==> config.mk <==
export PLATFORM = sky130hd
export DESIGN_NAME = proc_top
export DESIGN_NICKNAME = d
export VERILOG_FILES = /design/src/proc_pkg.sv /design/src/reg_file.sv /design/src/proc_decode.sv /design/src/proc_execute.sv /design/src/proc_result.sv /design/src/proc_top.sv
export SDC_FILE = /design/constraint.sdc
export NUM_CORES = 2
export LEC_CHECK = 0
export BUFFER_PORTS_ARGS = -buffer_cell sky130_fd_sc_hd__clkbuf_2
export CAP_MARGIN = 25
export CORE_MARGIN = 4
export CORE_UTILIZATION = 35
export CTS_CLUSTER_DIAMETER = 200
export CTS_CLUSTER_SIZE = 16
export DETAILED_ROUTE_END_ITERATION = 6
export GPL_ROUTABILITY_DRIVEN = 0
export PLACE_DENSITY = 0.46
export SLEW_MARGIN = 10
export SYNTH_ARGS = -nofsm -noshare
export SYNTH_HDL_FRONTEND = slang
export SYNTH_SLANG_ARGS = --single-unit
==> constraint.sdc <==
create_clock -name clk -period 8.1 [get_ports clk]
set_input_delay 1.215 -clock clk [delete_from_list [all_inputs] [get_ports clk]]
set_output_delay 1.215 -clock clk [all_outputs]
set_load 0.05 [all_outputs]
==> src/proc_pkg.sv <==
// shared widths, enums and encodings for the three-stage rv32 subset core
// every rtl module and the testbench model import what they need from here

package proc_pkg;

  // ----------------------------------------
  // widths
  // ----------------------------------------

  localparam int XLEN = 32;

  // data word, also used for raw instruction words
  typedef logic [XLEN-1:0] word_t;

  // architectural register number
  typedef logic [4:0] reg_addr_t;

  // ----------------------------------------
  // major opcodes of the kept subset
  // ----------------------------------------

  typedef enum logic [6:0] {
    OP_REG    = 7'b0110011,
    OP_IMM    = 7'b0010011,
    OP_LUI    = 7'b0110111,
    OP_SYSTEM = 7'b1110011
  } opcode_e;

  // alu functions, cp_b passes operand b through
  typedef enum logic [3:0] {
    ALU_ADD  = 4'd0,
    ALU_SUB  = 4'd1,
    ALU_AND  = 4'd2,
    ALU_OR   = 4'd3,
    ALU_XOR  = 4'd4,
    ALU_SLT  = 4'd5,
    ALU_SLTU = 4'd6,
    ALU_SLL  = 4'd7,
    ALU_SRL  = 4'd8,
    ALU_SRA  = 4'd9,
    ALU_CP_B = 4'd10
  } alu_op_e;

  // manager csr numbers
  localparam logic [11:0] CSR_PROC2MNGR = 12'h7c0;
  localparam logic [11:0] CSR_MNGR2PROC = 12'hfc0;

  // ----------------------------------------
  // funct3 / funct7 codes
  // ----------------------------------------

  localparam logic [2:0] F3_ADD  = 3'b000;
  localparam logic [2:0] F3_SLL  = 3'b001;
  localparam logic [2:0] F3_SLT  = 3'b010;
  localparam logic [2:0] F3_SLTU = 3'b011;
  localparam logic [2:0] F3_XOR  = 3'b100;
  localparam logic [2:0] F3_SR   = 3'b101;
  localparam logic [2:0] F3_OR   = 3'b110;
  localparam logic [2:0] F3_AND  = 3'b111;

  // csrw is csrrw with rd = x0, csrr is csrrs with rs1 = x0
  localparam logic [2:0] F3_CSRRW = 3'b001;
  localparam logic [2:0] F3_CSRRS = 3'b010;

  // base and alternate (sub / sra) funct7
  localparam logic [6:0] F7_BASE = 7'b0000000;
  localparam logic [6:0] F7_ALT  = 7'b0100000;

endpackage

==> src/reg_file.sv <==
// 32 x 32 register file, two combinational reads and one synchronous write
// x0 is hardwired to zero on both read ports

module reg_file (
  input  logic               clk,
  input  proc_pkg::reg_addr_t rs1_addr_i,
  input  proc_pkg::reg_addr_t rs2_addr_i,
  output proc_pkg::word_t    rs1_data_o,
  output proc_pkg::word_t    rs2_data_o,
  input  logic               wen_i,
  input  proc_pkg::reg_addr_t waddr_i,
  input  proc_pkg::word_t    wdata_i
);

  import proc_pkg::*;

  // storage, entry 0 is never written
  word_t regs [32];

  // write port
  always_ff @(posedge clk) begin
    if (wen_i && (waddr_i != 5'd0)) begin
      regs[waddr_i] <= wdata_i;
    end
  end

  // read ports, x0 forced to zero
  assign rs1_data_o = (rs1_addr_i == 5'd0) ? '0 : regs[rs1_addr_i];
  assign rs2_data_o = (rs2_addr_i == 5'd0) ? '0 : regs[rs2_addr_i];

endmodule

==> src/proc_decode.sv <==
// decode stage: d register, instruction decode, operand select and interlock
// feeds the x register inside proc_execute through the dx_* outputs

module proc_decode (
  input  logic                clk,
  input  logic                reset,
  // instruction stream
  input  logic                inst_val_i,
  output logic                inst_rdy_o,
  input  proc_pkg::word_t     inst_i,
  // manager input stream
  input  logic                mngr2proc_val_i,
  output logic                mngr2proc_rdy_o,
  input  proc_pkg::word_t     mngr2proc_data_i,
  // register file read
  output proc_pkg::reg_addr_t rs1_addr_o,
  output proc_pkg::reg_addr_t rs2_addr_o,
  input  proc_pkg::word_t     rs1_data_i,
  input  proc_pkg::word_t     rs2_data_i,
  // pending writes downstream
  input  logic                x_wen_i,
  input  proc_pkg::reg_addr_t x_waddr_i,
  input  logic                w_wen_i,
  input  proc_pkg::reg_addr_t w_waddr_i,
  input  logic                w_stall_i,
  // to x
  output logic                dx_val_o,
  output proc_pkg::alu_op_e   dx_alu_op_o,
  output proc_pkg::word_t     dx_op_a_o,
  output proc_pkg::word_t     dx_op_b_o,
  output logic                dx_wen_o,
  output proc_pkg::reg_addr_t dx_waddr_o,
  output logic                dx_p2m_o
);

  import proc_pkg::*;

  logic      val_d;
  word_t     inst_d;
  logic      stall_d;
  opcode_e   opcode;
  logic [2:0] funct3;
  logic [6:0] funct7;
  reg_addr_t rd;
  reg_addr_t rs1;
  reg_addr_t rs2;
  word_t     imm_i;
  word_t     imm_u;
  logic      inst_ok;
  logic      rs1_en;
  logic      rs2_en;
  logic      wen;
  logic      csrr;
  logic      csrw;
  alu_op_e   alu_op;
  word_t     op_b;
  logic      ostall_hazard;
  logic      ostall_mngr;

  // ----------------------------------------
  // d register
  // ----------------------------------------

  // takes a new instruction whenever d is empty or moving on
  assign inst_rdy_o = !stall_d;

  always_ff @(posedge clk) begin
    if (reset) begin
      val_d <= 1'b0;
    end else if (!stall_d) begin
      val_d  <= inst_val_i;
      inst_d <= inst_i;
    end
  end

  // ----------------------------------------
  // field extraction
  // ----------------------------------------

  assign opcode = opcode_e'(inst_d[6:0]);
  assign funct3 = inst_d[14:12];
  assign funct7 = inst_d[31:25];
  assign rd     = inst_d[11:7];
  assign rs1    = inst_d[19:15];
  assign rs2    = inst_d[24:20];

  // i-type sign extended, u-type upper 20 bits
  assign imm_i = {{20{inst_d[31]}}, inst_d[31:20]};
  assign imm_u = {inst_d[31:12], 12'b0};

  assign rs1_addr_o = rs1;
  assign rs2_addr_o = rs2;

  // funct3 to alu op, alt picks sub / sra
  function automatic alu_op_e alu_by_f3(input logic [2:0] f3, input logic alt);
    case (f3)
      F3_ADD:  return alt ? ALU_SUB : ALU_ADD;
      F3_SLL:  return ALU_SLL;
      F3_SLT:  return ALU_SLT;
      F3_SLTU: return ALU_SLTU;
      F3_XOR:  return ALU_XOR;
      F3_SR:   return alt ? ALU_SRA : ALU_SRL;
      F3_OR:   return ALU_OR;
      default: return ALU_AND;
    endcase
  endfunction

  // ----------------------------------------
  // control decode
  // ----------------------------------------

  always_comb begin
    inst_ok = 1'b0;
    rs1_en  = 1'b0;
    rs2_en  = 1'b0;
    wen     = 1'b0;
    csrr    = 1'b0;
    csrw    = 1'b0;
    alu_op  = ALU_ADD;
    op_b    = rs2_data_i;
    case (opcode)
      OP_REG: begin
        // only add/sub and srl/sra have an alternate funct7
        inst_ok = (funct7 == F7_BASE) ||
                  ((funct7 == F7_ALT) && ((funct3 == F3_ADD) || (funct3 == F3_SR)));
        rs1_en  = 1'b1;
        rs2_en  = 1'b1;
        wen     = 1'b1;
        alu_op  = alu_by_f3(funct3, funct7[5]);
      end
      OP_IMM: begin
        // shifts carry funct7 in the upper immediate bits
        if (funct3 == F3_SLL) begin
          inst_ok = (funct7 == F7_BASE);
        end else if (funct3 == F3_SR) begin
          inst_ok = (funct7 == F7_BASE) || (funct7 == F7_ALT);
        end else begin
          inst_ok = 1'b1;
        end
        rs1_en = 1'b1;
        wen    = 1'b1;
        op_b   = imm_i;
        alu_op = alu_by_f3(funct3, (funct3 == F3_SR) && funct7[5]);
      end
      OP_LUI: begin
        inst_ok = 1'b1;
        wen     = 1'b1;
        op_b    = imm_u;
        alu_op  = ALU_CP_B;
      end
      OP_SYSTEM: begin
        if ((funct3 == F3_CSRRS) && (rs1 == 5'd0) &&
            (inst_d[31:20] == CSR_MNGR2PROC)) begin
          // csrr, manager data rides operand b
          inst_ok = 1'b1;
          csrr    = 1'b1;
          wen     = 1'b1;
          op_b    = mngr2proc_data_i;
          alu_op  = ALU_CP_B;
        end else if ((funct3 == F3_CSRRW) && (rd == 5'd0) &&
                     (inst_d[31:20] == CSR_PROC2MNGR)) begin
          // csrw, a + 0 carries rs1 to w
          inst_ok = 1'b1;
          csrw    = 1'b1;
          rs1_en  = 1'b1;
          op_b    = '0;
        end
      end
      default: begin
        inst_ok = 1'b0;
      end
    endcase
  end

  // ----------------------------------------
  // stall logic
  // ----------------------------------------

  // no bypass, wait until the producer has left w
  assign ostall_hazard = inst_ok &&
    ((rs1_en && x_wen_i && (rs1 == x_waddr_i)) ||
     (rs1_en && w_wen_i && (rs1 == w_waddr_i)) ||
     (rs2_en && x_wen_i && (rs2 == x_waddr_i)) ||
     (rs2_en && w_wen_i && (rs2 == w_waddr_i)));

  // csrr waits for manager data
  assign ostall_mngr = inst_ok && csrr && !mngr2proc_val_i;

  assign stall_d = val_d && (ostall_hazard || ostall_mngr || w_stall_i);

  // consume manager data only as the csrr moves to x
  assign mngr2proc_rdy_o = val_d && inst_ok && csrr && !stall_d;

  // ----------------------------------------
  // to x, bubble while stalled
  // ----------------------------------------

  assign dx_val_o    = val_d && !stall_d;
  assign dx_alu_op_o = alu_op;
  assign dx_op_a_o   = rs1_data_i;
  assign dx_op_b_o   = op_b;
  assign dx_wen_o    = inst_ok && wen;
  assign dx_waddr_o  = rd;
  assign dx_p2m_o    = inst_ok && csrw;

endmodule

==> src/proc_execute.sv <==
// execute stage: x register and alu
// exposes its pending write to decode for the interlock

module proc_execute (
  input  logic                clk,
  input  logic                reset,
  // from decode
  input  logic                dx_val_i,
  input  proc_pkg::alu_op_e   dx_alu_op_i,
  input  proc_pkg::word_t     dx_op_a_i,
  input  proc_pkg::word_t     dx_op_b_i,
  input  logic                dx_wen_i,
  input  proc_pkg::reg_addr_t dx_waddr_i,
  input  logic                dx_p2m_i,
  input  logic                w_stall_i,
  // hazard info back to decode
  output logic                x_wen_o,
  output proc_pkg::reg_addr_t x_waddr_o,
  // to result
  output logic                xw_val_o,
  output proc_pkg::word_t     xw_result_o,
  output logic                xw_wen_o,
  output proc_pkg::reg_addr_t xw_waddr_o,
  output logic                xw_p2m_o
);

  import proc_pkg::*;

  logic      val_x;
  alu_op_e   alu_op_x;
  word_t     op_a_x;
  word_t     op_b_x;
  logic      wen_x;
  reg_addr_t waddr_x;
  logic      p2m_x;
  logic [4:0] shamt;

  // ----------------------------------------
  // x register, holds while w stalls
  // ----------------------------------------

  always_ff @(posedge clk) begin
    if (reset) begin
      val_x <= 1'b0;
    end else if (!w_stall_i) begin
      val_x    <= dx_val_i;
      alu_op_x <= dx_alu_op_i;
      op_a_x   <= dx_op_a_i;
      op_b_x   <= dx_op_b_i;
      wen_x    <= dx_wen_i;
      waddr_x  <= dx_waddr_i;
      p2m_x    <= dx_p2m_i;
    end
  end

  // ----------------------------------------
  // alu
  // ----------------------------------------

  // shift amount from low 5 bits of b
  assign shamt = op_b_x[4:0];

  always_comb begin
    case (alu_op_x)
      ALU_ADD:  xw_result_o = op_a_x + op_b_x;
      ALU_SUB:  xw_result_o = op_a_x - op_b_x;
      ALU_AND:  xw_result_o = op_a_x & op_b_x;
      ALU_OR:   xw_result_o = op_a_x | op_b_x;
      ALU_XOR:  xw_result_o = op_a_x ^ op_b_x;
      ALU_SLT:  xw_result_o = {31'b0, $signed(op_a_x) < $signed(op_b_x)};
      ALU_SLTU: xw_result_o = {31'b0, op_a_x < op_b_x};
      ALU_SLL:  xw_result_o = op_a_x << shamt;
      ALU_SRL:  xw_result_o = op_a_x >> shamt;
      // arithmetic, sign bit fills from the left
      ALU_SRA:  xw_result_o = word_t'($signed(op_a_x) >>> shamt);
      default:  xw_result_o = op_b_x;
    endcase
  end

  // pending write, only real ones matter to the interlock
  assign x_wen_o   = val_x && wen_x && (waddr_x != 5'd0);
  assign x_waddr_o = waddr_x;

  // to w
  assign xw_val_o   = val_x;
  assign xw_wen_o   = wen_x;
  assign xw_waddr_o = waddr_x;
  assign xw_p2m_o   = p2m_x;

endmodule

==> src/proc_result.sv <==
// result stage: w register, register file write and proc2mngr output
// a csrw sits here until the manager takes its value

module proc_result (
  input  logic                clk,
  input  logic                reset,
  // from execute
  input  logic                xw_val_i,
  input  proc_pkg::word_t     xw_result_i,
  input  logic                xw_wen_i,
  input  proc_pkg::reg_addr_t xw_waddr_i,
  input  logic                xw_p2m_i,
  // register file write, also seen by decode
  output logic                rf_wen_o,
  output proc_pkg::reg_addr_t rf_waddr_o,
  output proc_pkg::word_t     rf_wdata_o,
  // manager output stream
  output logic                proc2mngr_val_o,
  input  logic                proc2mngr_rdy_i,
  output proc_pkg::word_t     proc2mngr_data_o,
  output logic                w_stall_o
);

  import proc_pkg::*;

  logic      val_w;
  word_t     result_w;
  logic      wen_w;
  reg_addr_t waddr_w;
  logic      p2m_w;

  // ----------------------------------------
  // w register
  // ----------------------------------------

  always_ff @(posedge clk) begin
    if (reset) begin
      val_w <= 1'b0;
    end else if (!w_stall_o) begin
      val_w    <= xw_val_i;
      result_w <= xw_result_i;
      wen_w    <= xw_wen_i;
      waddr_w  <= xw_waddr_i;
      p2m_w    <= xw_p2m_i;
    end
  end

  // only back-pressure source in the pipe
  assign w_stall_o = val_w && p2m_w && !proc2mngr_rdy_i;

  // write back, x0 never written
  assign rf_wen_o   = val_w && wen_w && (waddr_w != 5'd0) && !w_stall_o;
  assign rf_waddr_o = waddr_w;
  assign rf_wdata_o = result_w;

  // valid held steady until the transfer
  assign proc2mngr_val_o  = val_w && p2m_w;
  assign proc2mngr_data_o = result_w;

endmodule

==> src/proc_top.sv <==
// top level of the three-stage rv32 subset core
// instruction, manager input and manager output are valid/ready streams

module proc_top (
  input  logic            clk,
  input  logic            reset,
  // instruction stream
  input  logic            inst_val_i,
  output logic            inst_rdy_o,
  input  proc_pkg::word_t inst_i,
  // manager input
  input  logic            mngr2proc_val_i,
  output logic            mngr2proc_rdy_o,
  input  proc_pkg::word_t mngr2proc_data_i,
  // manager output
  output logic            proc2mngr_val_o,
  input  logic            proc2mngr_rdy_i,
  output proc_pkg::word_t proc2mngr_data_o
);

  import proc_pkg::*;

  // register file read
  reg_addr_t rs1_addr;
  reg_addr_t rs2_addr;
  word_t     rs1_data;
  word_t     rs2_data;

  // d -> x
  logic      dx_val;
  alu_op_e   dx_alu_op;
  word_t     dx_op_a;
  word_t     dx_op_b;
  logic      dx_wen;
  reg_addr_t dx_waddr;
  logic      dx_p2m;

  // x -> w
  logic      xw_val;
  word_t     xw_result;
  logic      xw_wen;
  reg_addr_t xw_waddr;
  logic      xw_p2m;

  // hazard and stall paths
  logic      x_wen;
  reg_addr_t x_waddr;
  logic      rf_wen;
  reg_addr_t rf_waddr;
  word_t     rf_wdata;
  logic      w_stall;

  // ----------------------------------------
  // stages
  // ----------------------------------------

  proc_decode decode0 (
    .clk              (clk),
    .reset            (reset),
    .inst_val_i       (inst_val_i),
    .inst_rdy_o       (inst_rdy_o),
    .inst_i           (inst_i),
    .mngr2proc_val_i  (mngr2proc_val_i),
    .mngr2proc_rdy_o  (mngr2proc_rdy_o),
    .mngr2proc_data_i (mngr2proc_data_i),
    .rs1_addr_o       (rs1_addr),
    .rs2_addr_o       (rs2_addr),
    .rs1_data_i       (rs1_data),
    .rs2_data_i       (rs2_data),
    .x_wen_i          (x_wen),
    .x_waddr_i        (x_waddr),
    .w_wen_i          (rf_wen),
    .w_waddr_i        (rf_waddr),
    .w_stall_i        (w_stall),
    .dx_val_o         (dx_val),
    .dx_alu_op_o      (dx_alu_op),
    .dx_op_a_o        (dx_op_a),
    .dx_op_b_o        (dx_op_b),
    .dx_wen_o         (dx_wen),
    .dx_waddr_o       (dx_waddr),
    .dx_p2m_o         (dx_p2m)
  );

  reg_file rf0 (
    .clk        (clk),
    .rs1_addr_i (rs1_addr),
    .rs2_addr_i (rs2_addr),
    .rs1_data_o (rs1_data),
    .rs2_data_o (rs2_data),
    .wen_i      (rf_wen),
    .waddr_i    (rf_waddr),
    .wdata_i    (rf_wdata)
  );

  proc_execute execute0 (
    .clk         (clk),
    .reset       (reset),
    .dx_val_i    (dx_val),
    .dx_alu_op_i (dx_alu_op),
    .dx_op_a_i   (dx_op_a),
    .dx_op_b_i   (dx_op_b),
    .dx_wen_i    (dx_wen),
    .dx_waddr_i  (dx_waddr),
    .dx_p2m_i    (dx_p2m),
    .w_stall_i   (w_stall),
    .x_wen_o     (x_wen),
    .x_waddr_o   (x_waddr),
    .xw_val_o    (xw_val),
    .xw_result_o (xw_result),
    .xw_wen_o    (xw_wen),
    .xw_waddr_o  (xw_waddr),
    .xw_p2m_o    (xw_p2m)
  );

  proc_result result0 (
    .clk              (clk),
    .reset            (reset),
    .xw_val_i         (xw_val),
    .xw_result_i      (xw_result),
    .xw_wen_i         (xw_wen),
    .xw_waddr_i       (xw_waddr),
    .xw_p2m_i         (xw_p2m),
    .rf_wen_o         (rf_wen),
    .rf_waddr_o       (rf_waddr),
    .rf_wdata_o       (rf_wdata),
    .proc2mngr_val_o  (proc2mngr_val_o),
    .proc2mngr_rdy_i  (proc2mngr_rdy_i),
    .proc2mngr_data_o (proc2mngr_data_o),
    .w_stall_o        (w_stall)
  );

endmodule

==> After elaboration in Yosys (flattened, before gate mapping) <==
Memories as Yosys holds them, arrays and structs flattened. A register that Yosys moved wholly into a read port is not among the register bits.
Cells that the tools add are included.
{ "word_totals": {"word_cells": 137, "output_inout_bits": 35, "inputBits": 69, "ff_bits": 117, "mem_bits_rw": 1024, "n_memories": 1} }
{ "memory_table": {"columns": ["memory", "depth", "width", "read_ports", "rd_clocked_by_memory_dff", "wr", "line", "source"], "rows": [
  ["rf0.regs", 32, 32, 2, 2, 1, "reg_file.sv:18", "word_t regs [32];"]
]} }
{ "classes": {"n_bitwise": 6, "magnitude_cmp": 2, "shift": 3, "n_eq_ne": 26, "n_addsub": 2, "reduce_logical": 56, "mux": 28} }
{ "ops": {"columns": ["cell", "n"], "rows": [
  ["$pmux W32 S10", 1],
  ["$mux W32", 3],
  ["$pmux W32 S3", 1],
  ["$lt A32 B32 Y1", 2],
  ["$pmux W4 S7", 2],
  ["$add A32 B32 Y32", 1],
  ["$and A32 B32 Y32", 1],
  ["$logic_and A1 B1 Y1", 32],
  ["$or A32 B32 Y32", 1],
  ["$shl A32 B5 Y32", 1],
  ["$shr A32 B5 Y32", 1],
  ["$sshr A32 B5 Y32", 1],
  ["$sub A32 B32 Y32", 1],
  ["$xor A32 B32 Y32", 1],
  ["$eq A7 B6 Y1 const B", 3],
  ["$eq A5 B5 Y1", 4],
  ["$eq A4 B3 Y1 const B", 4],
  ["$pmux W4 S4", 1],
  ["$logic_not A5 Y1", 3],
  ["$mux W1", 15],
  ["$eq A12 B11 Y1 const B", 1],
  ["$eq A12 B12 Y1 const B", 1],
  ["$reduce_bool A5 Y1", 2],
  ["$eq A3 B3 Y1 const B", 3],
  ["20 further kinds", 37]
]} }

==> Longest topological paths before layout <==
{ "logic_depth": {"depth_word": 18, "mapped_depth": 15, "ltp_nobuf": 13} }

==> Modules after synthesis <==
Synthesis repeated with hierarchy kept, for this count alone.
{ "hier_totals": {"cells_unflattened": 4272, "area_unflattened_um2": 63155.6} }
{ "modules_own_cells": {"columns": ["mod", "cells_each", "n_inst", "area_each_um2"], "rows": [
  ["reg_file", 2564, 1, 47929.7],
  ["proc_execute", 1352, 1, 11207.0],
  ["proc_decode", 277, 1, 2533.7],
  ["proc_result", 79, 1, 1485.2]
]} }

==> Least setup slack after synthesis <==
OpenSTA, ideal clock, no wires.
{ "synth_timing": {"path_kind": "input-to-reg", "start": "in proc2mngr_rdy_i", "end": "reg execute0.alu_op_x[0] (enable)", "n_path_buf": 0, "stages": 2, "setup_slack_ps": 1480, "required_time_ps": 7511, "setup_time_ps": 589, "t_arrival_ps": 6031, "path_cell_list": "nor2_1 -> nor2_1"} }
{ "synth_between": {"elab_chain_cells": 4} }
{ "synth_rtl": {"columns": ["element", "line", "source"], "rows": [
  ["from (decl)", "proc_top.sv:17", "input logic proc2mngr_rdy_i,"],
  ["$logic_not A1 Y1", "proc_result.sv:49", "assign w_stall_o = val_w && p2m_w && !proc2mngr_rdy_i;"],
  ["$logic_and A1 B1 Y1", "proc_result.sv:49", null],
  ["$not A1 Y1 (no line)", null, null],
  ["$reduce_and A2 Y1 (no line)", null, null],
  ["to (signal assigned)", "proc_execute.sv:47", "alu_op_x <= dx_alu_op_i;"],
  ["to (decl)", "proc_execute.sv:30", "alu_op_e alu_op_x;"]
]} }
No other way between the ends.
A chain may end at the register's enable or synchronous reset.

==> Worst setup path in the final report <==
{ "layout_timing": {"start": "reg result0.waddr_w[2] (netlist: result0.rf_waddr_o[2])", "end": "out mngr2proc_rdy_o"} }
{ "layout_between": {"elab_chain_cells": 14} }
{ "layout_rtl": {"columns": ["element", "line", "source"], "rows": [
  ["from (decl)", "proc_result.sv:29", "reg_addr_t waddr_w;"],
  ["from (signal assigned)", "proc_result.sv:43", "waddr_w <= xw_waddr_i;"],
  ["$reduce_bool A5 Y1", "proc_result.sv:52", "assign rf_wen_o = val_w && wen_w && (waddr_w != 5'd0) && !w_stall_o;"],
  ["$logic_and A1 B1 Y1 (2 in series)", "proc_result.sv:52", null],
  ["$logic_and A1 B1 Y1 (2 in series)", "proc_decode.sv:182", "(rs1_en && w_wen_i && (rs1 == w_waddr_i)) ||"],
  ["$logic_or A1 B1 Y1", "proc_decode.sv:181", "((rs1_en && x_wen_i && (rs1 == x_waddr_i)) ||"],
  ["$logic_or A1 B1 Y1", "proc_decode.sv:182", null],
  ["$logic_or A1 B1 Y1 (*)", "proc_decode.sv:183", "(rs2_en && x_wen_i && (rs2 == x_waddr_i)) ||"],
  ["$logic_and A1 B1 Y1 (*)", "proc_decode.sv:180", "assign ostall_hazard = inst_ok &&"],
  ["$logic_or A1 B1 Y1 (*) (2 in series)", "proc_decode.sv:189", "assign stall_d = val_d && (ostall_hazard || ostall_mngr || w_stall_i);"],
  ["$logic_and A1 B1 Y1 (*)", "proc_decode.sv:189", null],
  ["$logic_not A1 Y1 (*)", null, null],
  ["$logic_and A1 B1 Y1 (*)", "proc_decode.sv:192", "assign mngr2proc_rdy_o = val_d && inst_ok && csrr && !stall_d;"],
  ["to (decl)", "proc_top.sv:13", "output logic mngr2proc_rdy_o,"]
]} }
Every way passes the cells marked *; elsewhere a longest branch is shown, timed or not.

==> impl_metrics.env <==
export IMPL_clkPwrFrac_pct=29.2
export IMPL_cts_made_buffers=83
export IMPL_hold_viol=0
export IMPL_io_buffers=103
export IMPL_cts_sinks=1178
export IMPL_worstSetupPathType="reg -> out"
export IMPL_ys_flop_type="edfxtp_1"
export IMPL_diodes=0
export IMPL_drt_wirelength_per_cell_um=36.1
export IMPL_slew_viol_final=0
export IMPL_fin_skew_ps=40.7
export IMPL_synth_edff_count=1170
export IMPL_status="complete, no violations"
export IMPL_final_area_mm2=0.0677
export IMPL_netlist_area_mm2=0.0614
export IMPL_synth_seq_cells=1178
export IMPL_fin_nets=3884
export IMPL_holdWs_ps=424
export IMPL_vdd_drop_max_uv=180
export IMPL_period_share_pct=60.6
export IMPL_cp_top_family="simple AND/OR/NAND/NOR gates"
export IMPL_grt_remaining_overflow=0
export IMPL_postLayoutCoreUtil_pct=38.9
export IMPL_postCtsResizedCells=0
export IMPL_initial_utilization_pct=35.3
export IMPL_yosysSeqAreaShare_pct=57.4
export IMPL_drt_initial_drc_count=4584
export IMPL_ant_nets=0
export IMPL_internal_power_mw=9.95
export IMPL_r2r_end="result0.proc2mngr_data_o[0]"
export IMPL_grt_pass1_wl_um=303000
export IMPL_end_kind="output port"
export IMPL_p_total_mw=14.1
export IMPL_place_area_mm2=0.0653
export IMPL_hpwl_um=137000
export IMPL_crit_slowest_cell="edfxtp_1"
export IMPL_r2r_slack_ps=3260
export IMPL_setup_violations=0
export IMPL_async_flop_share_pct=0
export IMPL_finalWirelength_um=219000
export IMPL_rsz0062_at_grt="no"
export IMPL_fp_dieH_um=427
export IMPL_cts_tree="yes"
export IMPL_worstMarginPinSlew_ps=1080
export IMPL_crit_required_ps=6880
export IMPL_via_per_inst=6.14
export IMPL_drc=0
export IMPL_reg2reg_depth=12
export IMPL_tns_ps=0
export IMPL_dr_pass1_iters=5
export IMPL_cts_htree_levels=3
export IMPL_cp_startpoint="result0.rf_waddr_o[2]"
export IMPL_antenna_found_initial=11
export IMPL_arrival_ps=3690
export IMPL_crit_end="mngr2proc_rdy_o"
export IMPL_r2r_start="execute0.op_b_x[1]"
export IMPL_clkTransAtPathRegs_ps=80
export IMPL_areaGrowthSynthToFinish_pct=10.2
export IMPL_core_area_mm2=0.174
export IMPL_synthCells=3629
export IMPL_path_depth=9
export IMPL_min_from="execute0.xw_p2m_o"
export IMPL_switching_share_pct=29.2
export IMPL_fp_row_count=153
export IMPL_drive_gt1_share_pct=30.3
export IMPL_clock_root_buffer="clkbuf_16"
export IMPL_ctsHoldBuffers=0
export IMPL_clockBufferDepth=3
export IMPL_post_cts_buffers=0
export IMPL_die_w_um=427
export IMPL_clock_latency_ps=740
export IMPL_p_leak_nw=21.7
export IMPL_critical_path_max_fanout=15
export IMPL_grt_max_degree=103
export IMPL_die_area_mm2=0.182
export IMPL_max_cap_viol_count=0
export IMPL_combinationalPowerShare_pct=19.8
export IMPL_power_switching_mw=4.11
export IMPL_ios=104
export IMPL_finalCriticalPeriod_ps=4910
export IMPL_relSlewSlack_pct=27.7
export IMPL_crit_buf_inv=2
export IMPL_min_path_type="reg -> reg"
export IMPL_max_stage_delay_ps=690
export IMPL_fmax_mhz=204
export IMPL_num_vias=37300
export IMPL_grt_usage_pct=23.8
export IMPL_p_per_area_mw_per_mm2=208
export IMPL_syn_area_per_cell_um2=16.9
export IMPL_grt_pass1_vias=37000
export IMPL_p_seq_share_pct=51.0
export IMPL_path_cells="or3_1, o21ai_0, o21ai_0, a221oi_1, o22ai_1, inv_1, nand2_1, nor3_1, clkbuf_2"
export IMPL_yosysUniqueCellTypes=85
export IMPL_critPathLaunchType="flip-flop"
export IMPL_cpMostUsedCell="o21ai_0"
export IMPL_ys_warn_count=0
## power groups by stage
stage / logic, mW / registers (mW) / clock network (mW)
2_1_floorplan: 1.67 / 7.41 / 0
3_3_place_gp: 2.75 / 7.32 / 0
3_5_place_dp: 2.75 / 7.31 / 0
4_1_cts: 2.76 / 7.18 / 4.25
5_1_grt: 2.96 / 7.18 / 4.47
6_report: 2.78 / 7.17 / 4.11
## how the worst min path moves through the flow
stage	endpoint	slack, ps	cells after the start
after floorplan	result0.p2m_w	400	0
after global placement	result0.p2m_w	410	0
after detailed placement	result0.p2m_w	420	0
after CTS	result0.p2m_w	430	0
after global routing	result0.p2m_w	450	0
final	result0.p2m_w	420	0
## kinds of logic (layout without fill, tap and decap cells)
logic type,count (synthesis),after routing,share of synthesized area (%)
buf+inv,383,477,2.51
simple gates,553,553,4.09
xor+xnor,47,47,0.670
other cells,1,32,0.00610
fa+ha+maj,99,99,2.04
flops,1178,1178,57.4
mux,821,821,27.3
compound gates,547,547,5.93
## per-stage QoR
stage,instances,setup WS [ps]
5_1_grt,6079,2970
6_report,6079,3190
4_1_cts,6075,3040
3_5_place_dp,5952,3410
2_1_floorplan,3660,1480
3_3_place_gp,5946,3530
## state kept, by name (all words and copies together) (netlist names), 4 cells and up, named ones only
| name | count |
|---|---|
| decode0.inst_d | 32 |
| execute0.alu_op_x | 4 |
| execute0.op_a_x | 32 |
| execute0.op_b_x | 32 |
| execute0.x_waddr_o | 5 |
| result0.proc2mngr_data_o | 32 |
| result0.rf_waddr_o | 5 |
| rf0.regs | 1024 |
## worst register-to-register path, stage by stage (launching register included)
cell,delay (ps)
edfxtp_1,330
buf_4,500
clkinv_1,620
fa_1,610
nor2b_1,150
o211ai_1,430
a211oi_2,200
nor3_2,440
a211oi_2,250
a2111oi_2,590
nor2_1,110
a211o_1,290
a21oi_1,160
## final cells by class
cell class	instances	area [µm²]
fill	16000	107000
sequential	1178	35300
multi-input combinational	2099	25000
tap	2325	2910
clock buffer	116	2220
timing repair buffer	252	1790
inverter	102	383
clock inverter	7	123
## per-layer routing
layer  vias up  global-route usage [%]  part of all wire, %
met5         -                       0               0.0059
li1      15300                       -                    -
met4         2                    7.14                  3.1
met3       274                    3.58                  6.2
met1     20300                    33.1                   42
met2      1528                    38.9                   48
## cell usage after synthesis (20+ instances only)
cell type | instances | area, µm²
inv_1 | 98 | 368
ha_1 | 97 | 1210
clkbuf_1 | 172 | 646
a21oi_1 | 132 | 661
xor2_1 | 20 | 175
mux4_2 | 680 | 15300
a221oi_1 | 31 | 272
xnor2_1 | 27 | 236
o21ai_0 | 116 | 581
buf_2 | 39 | 195
nand2_1 | 161 | 604
a211oi_1 | 27 | 203
mux2i_1 | 97 | 971
a22oi_1 | 26 | 195
edfxtp_1 | 1170 | 35100
buf_1 | 58 | 218
o211ai_1 | 30 | 225
a31oi_1 | 20 | 125
mux2_2 | 44 | 495
nor3_1 | 47 | 235
nor2_1 | 203 | 762
nand3_1 | 24 | 120
## placed cells by master, fill, tap and decap left out, types with 11 or more instances in the layout
cell type / synthesis / routed
clkbuf_2: 0 / 103
o221ai_1: 11 / 11
nand4_1: 13 / 13
a31oi_1: 20 / 20
a221oi_1: 31 / 31
nor3_2: 1 / 11
a22oi_1: 26 / 26
xor2_1: 20 / 20
nand2b_1: 13 / 13
inv_1: 98 / 98
edfxtp_1: 1170 / 1170
mux2_2: 44 / 44
nand2_1: 161 / 161
nand3_1: 24 / 24
o22ai_1: 11 / 11
nor3_1: 47 / 37
xnor2_1: 27 / 27
mux4_2: 680 / 680
nor2b_1: 16 / 16
o31ai_1: 12 / 12
o211ai_1: 30 / 30
nor2_4: 0 / 17
clkbuf_1: 172 / 32
clkbuf_16: 0 / 85
ha_1: 97 / 97
mux2i_1: 97 / 97
conb_1: 1 / 32
a21o_1: 19 / 19
a211oi_1: 27 / 27
a21oi_1: 132 / 132
o21bai_1: 12 / 12
nor2_1: 203 / 186
or3_1: 14 / 14
o2111ai_1: 12 / 12
o21ai_0: 116 / 116
buf_4: 10 / 137
Power figures use the tool's default switching activity.
